**src/verilog/alloc_pkg.sv**
```systemverilog
package alloc_pkg;

  // ----------------------------------------
  // sizes
  // ----------------------------------------
  localparam int DISP_SIZE  = 2;
  localparam int BR_TAG_NUM = 4;
  localparam int BR_TAG_W   = $clog2(BR_TAG_NUM);
  // wide enough for up to four ALU queues
  localparam int ALU_PORT_W = 2;

  typedef logic [BR_TAG_W-1:0]   br_tag_t;
  typedef logic [BR_TAG_NUM-1:0] br_mask_t;

  typedef enum logic [2:0] {
    CAT_ALU,
    CAT_LD,
    CAT_ST,
    CAT_BR,
    CAT_OTHER
  } inst_cat_e;

  // ----------------------------------------
  // dispatch group
  // ----------------------------------------
  typedef struct packed {
    logic                  valid;
    inst_cat_e             cat;
    logic [ALU_PORT_W-1:0] alu_port;
  } disp_slot_t;

  typedef struct packed {
    logic                            valid;
    disp_slot_t [DISP_SIZE-1:0]      slot;
  } disp_grp_t;

  // branch resolution from the BRU
  typedef struct packed {
    logic     update;
    logic     dead;
    logic     mispredict;
    br_tag_t  brtag;
    br_mask_t br_mask;
  } br_upd_t;

  // commit pulse, one entry per retiring slot
  typedef struct packed {
    logic                      commit;
    logic                      flush;
    logic [DISP_SIZE-1:0]      is_br;
    br_tag_t [DISP_SIZE-1:0]   brtag;
  } commit_t;

  function automatic logic is_commit_flush(commit_t c);
    return c.commit & c.flush;
  endfunction

  function automatic logic is_br_flush(br_upd_t u);
    return u.update & ~u.dead & u.mispredict;
  endfunction

  // tag pointer step, wraps at BR_TAG_NUM
  function automatic br_tag_t next_brtag(br_tag_t t);
    return (t == br_tag_t'(BR_TAG_NUM - 1)) ? '0 : t + 1'b1;
  endfunction

endpackage

```
**src/verilog/credit_counter.sv**
```systemverilog
module credit_counter #(
  parameter int  MAX_CREDITS = 8,
  parameter int  LOW_MARK    = 2,
  localparam int CNT_W       = $clog2(MAX_CREDITS + 1)
) (
  input  logic             i_clk,
  input  logic             i_reset_n,

  input  logic             i_get,
  input  logic [CNT_W-1:0] i_get_cnt,

  input  logic             i_ret_valid,
  input  logic [CNT_W-1:0] i_ret_cnt,

  output logic [CNT_W-1:0] o_free,
  output logic             o_low
);

  // entries currently held by dispatched instructions
  logic [CNT_W-1:0] r_used;
  logic [CNT_W-1:0] w_add;
  logic [CNT_W-1:0] w_sub;
  // one extra bit so the bound check cannot wrap
  logic [CNT_W:0]   w_avail;

  assign w_add   = i_get       ? i_get_cnt : '0;
  assign w_sub   = i_ret_valid ? i_ret_cnt : '0;
  assign w_avail = r_used + w_add;

  // get and return of one cycle both land here
  always_ff @(posedge i_clk or negedge i_reset_n) begin
    if (!i_reset_n) begin
      r_used <= '0;
    end else begin
      r_used <= r_used + w_add - w_sub;
    end
  end

  assign o_free = CNT_W'(MAX_CREDITS) - r_used;
  assign o_low  = (o_free < CNT_W'(LOW_MARK));

  // ----------------------------------------
  // checks
  // ----------------------------------------
  a_used_max : assert property (
    @(posedge i_clk) disable iff (!i_reset_n)
    r_used <= CNT_W'(MAX_CREDITS)
  ) else $error("credit pool over-reserved");

  // back end never frees more than it was given
  a_ret_bound : assert property (
    @(posedge i_clk) disable iff (!i_reset_n)
    i_ret_valid |-> ({1'b0, i_ret_cnt} <= w_avail)
  ) else $error("credit return exceeds held entries");

endmodule

```
**src/verilog/branch_tag_alloc.sv**
```systemverilog
module branch_tag_alloc (
  input  logic                i_clk,
  input  logic                i_reset_n,

  input  logic                i_fire,
  input  alloc_pkg::disp_grp_t i_disp,

  input  alloc_pkg::br_upd_t  i_br_upd,
  input  alloc_pkg::commit_t  i_commit,

  output alloc_pkg::br_tag_t  o_brtag  [alloc_pkg::DISP_SIZE],
  output alloc_pkg::br_mask_t o_brmask [alloc_pkg::DISP_SIZE]
);

  import alloc_pkg::*;

  logic                 w_commit_flush;

  br_mask_t             r_live;
  br_tag_t              r_ptr;

  // live mask after this cycle's frees and kills
  br_mask_t             w_live_clr;

  logic [DISP_SIZE-1:0] w_is_br;
  br_tag_t              w_tag_chain [DISP_SIZE+1];
  br_mask_t             w_set_chain [DISP_SIZE+1];

  assign w_commit_flush = is_commit_flush(i_commit);

  // ----------------------------------------
  // free and kill
  // ----------------------------------------
  always_comb begin
    w_live_clr = r_live;
    for (int b = 0; b < BR_TAG_NUM; b++) begin
      // committed branches give back their tag
      for (int d = 0; d < DISP_SIZE; d++) begin
        if (i_commit.commit & i_commit.is_br[d] &
            (i_commit.brtag[d] == br_tag_t'(b))) begin
          w_live_clr[b] = 1'b0;
        end
      end
      if (i_br_upd.update & (i_br_upd.brtag == br_tag_t'(b))) begin
        w_live_clr[b] = 1'b0;
      end
      // mispredict drops everything younger
      if (i_br_upd.update & i_br_upd.mispredict & !i_br_upd.br_mask[b]) begin
        w_live_clr[b] = 1'b0;
      end
    end
  end

  // ----------------------------------------
  // group chaining
  // ----------------------------------------
  always_comb begin
    for (int d = 0; d < DISP_SIZE; d++) begin
      w_is_br[d] = i_fire & i_disp.slot[d].valid & (i_disp.slot[d].cat == CAT_BR);
    end
  end

  always_comb begin
    w_tag_chain[0] = r_ptr;
    w_set_chain[0] = '0;
    for (int d = 0; d < DISP_SIZE; d++) begin
      if (w_is_br[d]) begin
        w_set_chain[d+1] = w_set_chain[d] | (br_mask_t'(1) << w_tag_chain[d]);
        w_tag_chain[d+1] = next_brtag(w_tag_chain[d]);
      end else begin
        w_set_chain[d+1] = w_set_chain[d];
        w_tag_chain[d+1] = w_tag_chain[d];
      end
    end
  end

  // slot d sees the registered mask plus the branches ahead of it
  for (genvar d = 0; d < DISP_SIZE; d++) begin : g_slot_out
    assign o_brtag[d]  = w_tag_chain[d];
    assign o_brmask[d] = r_live | w_set_chain[d];

    a_tag_not_live : assert property (
      @(posedge i_clk) disable iff (!i_reset_n)
      w_is_br[d] |-> !w_live_clr[w_tag_chain[d]]
    ) else $error("branch tag handed out while still live");
  end

  always_ff @(posedge i_clk or negedge i_reset_n) begin
    if (!i_reset_n) begin
      r_live <= '0;
      r_ptr  <= '0;
    end else begin
      if (w_commit_flush) begin
        // pointer keeps its place across a flush
        r_live <= '0;
      end else begin
        r_live <= w_live_clr | w_set_chain[DISP_SIZE];
        r_ptr  <= w_tag_chain[DISP_SIZE];
      end
    end
  end

endmodule

```
**src/verilog/resource_alloc.sv**
```systemverilog
module resource_alloc #(
  parameter int ALU_NUM    = 2,
  parameter int ROB_SIZE   = 16,
  parameter int ALU_Q_SIZE = 8,
  parameter int LDQ_SIZE   = 6,
  parameter int STQ_SIZE   = 6
) (
  input  logic                                         i_clk,
  input  logic                                         i_reset_n,

  input  alloc_pkg::disp_grp_t                         i_disp,
  input  logic                                         i_disp_ready,

  input  alloc_pkg::br_upd_t                           i_br_upd,
  input  alloc_pkg::commit_t                           i_commit,

  // ----------------------------------------
  // credit returns
  // ----------------------------------------
  input  logic                                         i_rob_ret_valid,
  input  logic [$clog2(ROB_SIZE+1)-1:0]                i_rob_ret_cnt,
  input  logic [ALU_NUM-1:0]                           i_alu_ret_valid,
  input  logic [$clog2(ALU_Q_SIZE+1)-1:0]              i_alu_ret_cnt [ALU_NUM],
  input  logic                                         i_ldq_ret_valid,
  input  logic [$clog2(LDQ_SIZE+1)-1:0]                i_ldq_ret_cnt,
  input  logic                                         i_stq_ret_valid,
  input  logic [$clog2(STQ_SIZE+1)-1:0]                i_stq_ret_cnt,
  input  logic                                         i_bru_ret_valid,
  input  logic [$clog2(alloc_pkg::BR_TAG_NUM+1)-1:0]   i_bru_ret_cnt,

  output logic                                         o_resource_ok,
  output alloc_pkg::br_tag_t                           o_brtag  [alloc_pkg::DISP_SIZE],
  output alloc_pkg::br_mask_t                          o_brmask [alloc_pkg::DISP_SIZE]
);

  import alloc_pkg::*;

  localparam int ROB_CW = $clog2(ROB_SIZE + 1);
  localparam int ALU_CW = $clog2(ALU_Q_SIZE + 1);
  localparam int LDQ_CW = $clog2(LDQ_SIZE + 1);
  localparam int STQ_CW = $clog2(STQ_SIZE + 1);
  localparam int BRU_CW = $clog2(BR_TAG_NUM + 1);
  localparam int DEM_W  = $clog2(DISP_SIZE + 1);

  logic               w_flush;
  logic               w_fire;

  // per-pool demand of the offered group
  logic [DEM_W-1:0]   w_rob_dem;
  logic [DEM_W-1:0]   w_ld_dem;
  logic [DEM_W-1:0]   w_st_dem;
  logic [DEM_W-1:0]   w_br_dem;
  logic [DEM_W-1:0]   w_alu_dem [ALU_NUM];

  logic               w_rob_low;
  logic [ALU_NUM-1:0] w_alu_low;
  logic               w_ldq_low;
  logic               w_stq_low;
  logic               w_bru_low;

  assign w_flush = is_commit_flush(i_commit) | is_br_flush(i_br_upd);
  assign w_fire  = ~w_flush & i_disp.valid & i_disp_ready;

  always_comb begin
    w_rob_dem = '0;
    w_ld_dem  = '0;
    w_st_dem  = '0;
    w_br_dem  = '0;
    for (int a = 0; a < ALU_NUM; a++) begin
      w_alu_dem[a] = '0;
    end
    for (int d = 0; d < DISP_SIZE; d++) begin
      if (i_disp.slot[d].valid) begin
        // every valid slot takes a ROB entry
        w_rob_dem = w_rob_dem + 1'b1;
        case (i_disp.slot[d].cat)
          CAT_ALU: begin
            for (int a = 0; a < ALU_NUM; a++) begin
              if (i_disp.slot[d].alu_port == ALU_PORT_W'(a)) begin
                w_alu_dem[a] = w_alu_dem[a] + 1'b1;
              end
            end
          end
          CAT_LD:  w_ld_dem = w_ld_dem + 1'b1;
          CAT_ST:  w_st_dem = w_st_dem + 1'b1;
          CAT_BR:  w_br_dem = w_br_dem + 1'b1;
          default: ;
        endcase
      end
    end
  end

  // ----------------------------------------
  // credit pools
  // ----------------------------------------
  credit_counter #(.MAX_CREDITS(ROB_SIZE), .LOW_MARK(DISP_SIZE)) u_rob_credit (
    .i_clk       (i_clk),
    .i_reset_n   (i_reset_n),
    .i_get       (w_fire),
    .i_get_cnt   (ROB_CW'(w_rob_dem)),
    .i_ret_valid (i_rob_ret_valid),
    .i_ret_cnt   (i_rob_ret_cnt),
    .o_free      (),
    .o_low       (w_rob_low)
  );

  for (genvar a = 0; a < ALU_NUM; a++) begin : g_alu_credit
    credit_counter #(.MAX_CREDITS(ALU_Q_SIZE), .LOW_MARK(DISP_SIZE)) u_alu_credit (
      .i_clk       (i_clk),
      .i_reset_n   (i_reset_n),
      .i_get       (w_fire),
      .i_get_cnt   (ALU_CW'(w_alu_dem[a])),
      .i_ret_valid (i_alu_ret_valid[a]),
      .i_ret_cnt   (i_alu_ret_cnt[a]),
      .o_free      (),
      .o_low       (w_alu_low[a])
    );
  end

  credit_counter #(.MAX_CREDITS(LDQ_SIZE), .LOW_MARK(DISP_SIZE)) u_ldq_credit (
    .i_clk       (i_clk),
    .i_reset_n   (i_reset_n),
    .i_get       (w_fire),
    .i_get_cnt   (LDQ_CW'(w_ld_dem)),
    .i_ret_valid (i_ldq_ret_valid),
    .i_ret_cnt   (i_ldq_ret_cnt),
    .o_free      (),
    .o_low       (w_ldq_low)
  );

  credit_counter #(.MAX_CREDITS(STQ_SIZE), .LOW_MARK(DISP_SIZE)) u_stq_credit (
    .i_clk       (i_clk),
    .i_reset_n   (i_reset_n),
    .i_get       (w_fire),
    .i_get_cnt   (STQ_CW'(w_st_dem)),
    .i_ret_valid (i_stq_ret_valid),
    .i_ret_cnt   (i_stq_ret_cnt),
    .o_free      (),
    .o_low       (w_stq_low)
  );

  credit_counter #(.MAX_CREDITS(BR_TAG_NUM), .LOW_MARK(DISP_SIZE)) u_bru_credit (
    .i_clk       (i_clk),
    .i_reset_n   (i_reset_n),
    .i_get       (w_fire),
    .i_get_cnt   (BRU_CW'(w_br_dem)),
    .i_ret_valid (i_bru_ret_valid),
    .i_ret_cnt   (i_bru_ret_cnt),
    .o_free      (),
    .o_low       (w_bru_low)
  );

  assign o_resource_ok = ~(w_rob_low | (|w_alu_low) | w_ldq_low | w_stq_low | w_bru_low);

  branch_tag_alloc u_branch_tag_alloc (
    .i_clk     (i_clk),
    .i_reset_n (i_reset_n),
    .i_fire    (w_fire),
    .i_disp    (i_disp),
    .i_br_upd  (i_br_upd),
    .i_commit  (i_commit),
    .o_brtag   (o_brtag),
    .o_brmask  (o_brmask)
  );

  // an ALU slot must name an existing queue, or its credit is lost
  for (genvar d = 0; d < DISP_SIZE; d++) begin : g_port_chk
    a_alu_port : assert property (
      @(posedge i_clk) disable iff (!i_reset_n)
      (w_fire & i_disp.slot[d].valid & (i_disp.slot[d].cat == CAT_ALU))
        |-> (int'(i_disp.slot[d].alu_port) < ALU_NUM)
    ) else $error("ALU slot routed to a missing queue");
  end

endmodule

```
**config.mk**
```make
export PLATFORM = sky130hd
export DESIGN_NAME = resource_alloc
export DESIGN_NICKNAME = d
export VERILOG_FILES = /design/src/verilog/alloc_pkg.sv /design/src/verilog/credit_counter.sv /design/src/verilog/branch_tag_alloc.sv /design/src/verilog/resource_alloc.sv
export SDC_FILE = /design/constraint.sdc
export NUM_CORES = 1
export LEC_CHECK = 0
export BUFFER_PORTS_ARGS = -buffer_cell sky130_fd_sc_hd__buf_2
export CORE_ASPECT_RATIO = 1.75
export CORE_MARGIN = 5
export CORE_UTILIZATION = 40
export DETAILED_ROUTE_END_ITERATION = 8
export PLACE_DENSITY = 0.66
export SETUP_SLACK_MARGIN = 0.1
export SLEW_MARGIN = 20
export SYNTH_ARGS = -nofsm -noshare
export SYNTH_HDL_FRONTEND = slang
export SYNTH_SLANG_ARGS = --single-unit
```
**constraint.sdc**
```tcl
create_clock -name i_clk -period 4.4 [get_ports i_clk]
set_input_delay 0.22 -clock i_clk [delete_from_list [all_inputs] [get_ports i_clk]]
set_output_delay 0.22 -clock i_clk [all_outputs]
set_load 0.02 [all_outputs]
```
==> reports/qor.csv <==
stage;metric;value;unit
global_routing;overflow;0;
place;port-buffer-count;73;
clock_network;clk_pin_slew;60;ps
floorplan;die_w;74.2;µm
synthesis;seq_area_frac_synth;24.3;%
detailed_routing;dr.pass1.iters;4;
clock_network;clk_latency;260;ps
power_and_ir_drop;vdd_ir_drop_max;0.191;mV
cells_and_area;drive_above_1_share;23.3;%
place;gp_congestion;0.852;
clock_network;numCtsBuffers;3;
clock_network;clockBufferDepth;2;
place;dp.final_hpwl;5730;µm
synthesis;muxShareOfSynthArea;1.04;%
synthesis;synth_edf_count;0;
detailed_routing;ant_nets;0;
synthesis;synth-xor-area-share;7.88;%
cells_and_area;syn_to_final_growth;16.8;%
clock_network;ctsResizeCount;0;
sta;maxSlewViolCount;0;
power_and_ir_drop;p_sw;0.000726;W
floorplan;initial_core_util;40.5;%
clock_network;hold_buffers;0;
synthesis;syn_area;0.00289;mm²
global_routing;antenna_found_initial;0;
sta;tightestPinTransition;630;ps
floorplan;core;0.00713;mm²
critical_path;worstPathMaxFanout;5;
sta;fin_skew;2.68;ps
cells_and_area;final_cell_mix;buf_2 (73), inv_1 (45), ha_1 (43);
status;violations;hold timing;
power_and_ir_drop;power.share.clock;11.7;%
global_routing;grt_max_degree;29;
cells_and_area;final_nets;495;
global_routing;grt_usage;15.7;%
critical_path;slowest_stage;fa_1;
critical_path;crit_chain;buf_2, nand2_1, o211ai_1, nor2_1, nand2_1, fa_1, fa_1, xor2_1, xnor2_1, xnor2_1;
detailed_routing;drt_iter0_markers;47;
synthesis;synth_compound_area_share;11.9;%
cells_and_area;fillers;685;
detailed_routing;viasPerCell;5.07;
detailed_routing;wire_per_inst;14.0;µm
critical_path;crit_type;in -> reg;
power_and_ir_drop;p_int;0.00102;W
sta;period_share;53.9;%
place;dp.cells;460;
synthesis;ys_warn_count;0;
cells_and_area;final_common_cell;buf_2;
cells_and_area;diodes;0;
sta;relSlewSlack;58.0;%
sta;tns;0;ps
synthesis;ys_ff_latch;28;
sta;fmax;421;MHz
synthesis;synth_top_family_by_area;adder cells;
clock_network;cts_root_buf;clkbuf_16;
sta;rsz0062_at_grt;false;
power_and_ir_drop;seqPwrFrac;27.0;%
sta;hold_ws;-27.4;ps
critical_path;cp_top_family;adder cells;
global_routing;grt_pass1_vias;2518;
power_and_ir_drop;p_leak;1.75;nW
floorplan;die-area;0.00909;mm²
critical_path;start_kind;input pin;
min_path;hold_class;in -> async;
synthesis;synth.top_cell.area_share;24.3;%
synthesis;synth_cell_types;54;
power_and_ir_drop;powerDensity;517;mW/mm²
detailed_routing;routed_wl;6490;µm
clock_network;cts_setup_buffers;0;
critical_path;r2r_slack;2450;ps
clock_network;htree_levels;1;
power_and_ir_drop;p_comb_share;61.3;%
sta;period_needed;2370;ps
job;max-cap-violations;0;
sta;setup_viol;0;
global_routing;grt_pass1_wl;11000;µm
synthesis;ys_async_sr_fraction;100;%
detailed_routing;drc_errors;0;
status;status;finished with violations;
power_and_ir_drop;swShare;41.6;%
detailed_routing;vias;2349;
floorplan;die_y;122;µm
synthesis;synth-simple-area-share;19.7;%
floorplan;row_count;41;
critical_path;worstPathArrival;2550;ps
synthesis;synthTopCellsByArea;dfrtp_1 (24%), ha_1 (19%), fa_1 (8.3%);
synthesis;synth_top_area_cell;dfrtp_1;
critical_path;crit_buf_inv;1;
sta;hold_viol_final;28;
critical_path;slowest_delay;460;ps
floorplan;ios;74;
synthesis;synth_nets;424;
synthesis;synth_ff_type;dfrtp_1;
synthesis;syn_avg_cell_area;9.38;µm²
critical_path;crit_required;4580;ps
critical_path;cp-end-kind;register;
clock_network;clkSinkCount;28;
synthesis;netlist_instances;308;
clock_network;cts_tree;done;
synthesis;synth_fa_ha_area_share;26.9;%
cells_and_area;final_cell_count_no_fill;463;
==> registers in the layout, summed over array words and instances (netlist names) <==
name,cells
u_ldq_credit.r_used,3
u_branch_tag_alloc.r_live,4
u_rob_credit.r_used,5
u_stq_credit.r_used,3
u_branch_tag_alloc.r_ptr,2
u_bru_credit.r_used,3
g_alu_credit.u_alu_credit.r_used,8
==> Yosys cell counts, types with 5 or more instances <==
library cell	count
xnor2_1	19
dfrtp_1	28
xor2_1	7
a21o_1	8
o21ai_0	5
and2_1	16
fa_1	12
nor2b_1	7
a21oi_1	13
ha_1	43
inv_1	45
nor2_1	13
nand2_1	22
==> worst paths after layout <==
path,from,endpoint,cells past startpoint
max,i_br_upd[8],u_ldq_credit.r_used[2],10
min,i_reset_n,u_branch_tag_alloc.r_ptr[1],1
max reg2reg,u_ldq_credit.r_used[1],u_ldq_credit.r_used[2],6
min reg2reg,u_ldq_credit.r_used[2],u_ldq_credit.r_used[2],1
max in group asynchronous,i_reset_n,u_stq_credit.r_used[0],1
min in group i_clk,i_br_upd[8],u_branch_tag_alloc.r_live[0],3
==> final cells by class <==
type / count / area (µm²) / area share, %
inverter: 47 / 178 / 5.26
multi-input combinational: 226 / 1950 / 57.7
tap: 86 / 108 / 3.19
clock buffer: 3 / 75.1 / 2.22
timing repair buffer: 73 / 365 / 10.8
sequential: 28 / 701 / 20.8
==> metrics by stage <==
| stage | util (%) | worst slack [ps] | total power (W) | area, µm² |
|---|---|---|---|---|
| final | 47.3 | 2030 | 0.00175 | 3380 |
| after CTS | 47.3 | 2030 | 0.00178 | 3380 |
| after global placement | 46.3 | 1780 | 0.00153 | 3300 |
| after detailed placement | 46.3 | 1770 | 0.00157 | 3300 |
| after global routing | 47.3 | 1890 | 0.00195 | 3380 |
| after floorplan | - | 2090 | 0.00132 | 2890 |
==> metal layers <==
layer | up-vias | global-route usage, % | routed length [µm]
met3 | 15 | 2.79 | 338
met1 | 1095 | 16.3 | 2270
met2 | 61 | 28.9 | 3590
met4 | 0 | 8.46 | 292
met5 | - | 0 | 0
li1 | 1178 | - | -
==> cells by family (layout without fill, tap and decap cells) <==
| kind of cell | after synthesis | in the layout |
|---|---|---|
| AND/OR/NAND/NOR | 93 | 93 |
| XOR/XNOR | 26 | 26 |
| AO/OA/AOI/OAI | 49 | 49 |
| multiplexers | 3 | 3 |
| buffers and inverters | 54 | 123 |
| adder cells (fa/ha/maj) | 55 | 55 |
| flip-flops | 28 | 28 |
==> power groups by stage <==
stage | clock, W | sequential, W | combinational, W
2_1_floorplan | 0 | 0.000453 | 0.000870
3_3_place_gp | 0 | 0.000473 | 0.00105
3_5_place_dp | 0 | 0.000478 | 0.00109
4_1_cts | 0.000209 | 0.000474 | 0.00110
5_1_grt | 0.000219 | 0.000490 | 0.00124
6_report | 0.000204 | 0.000471 | 0.00107
(Power assumes the default switching activity.)
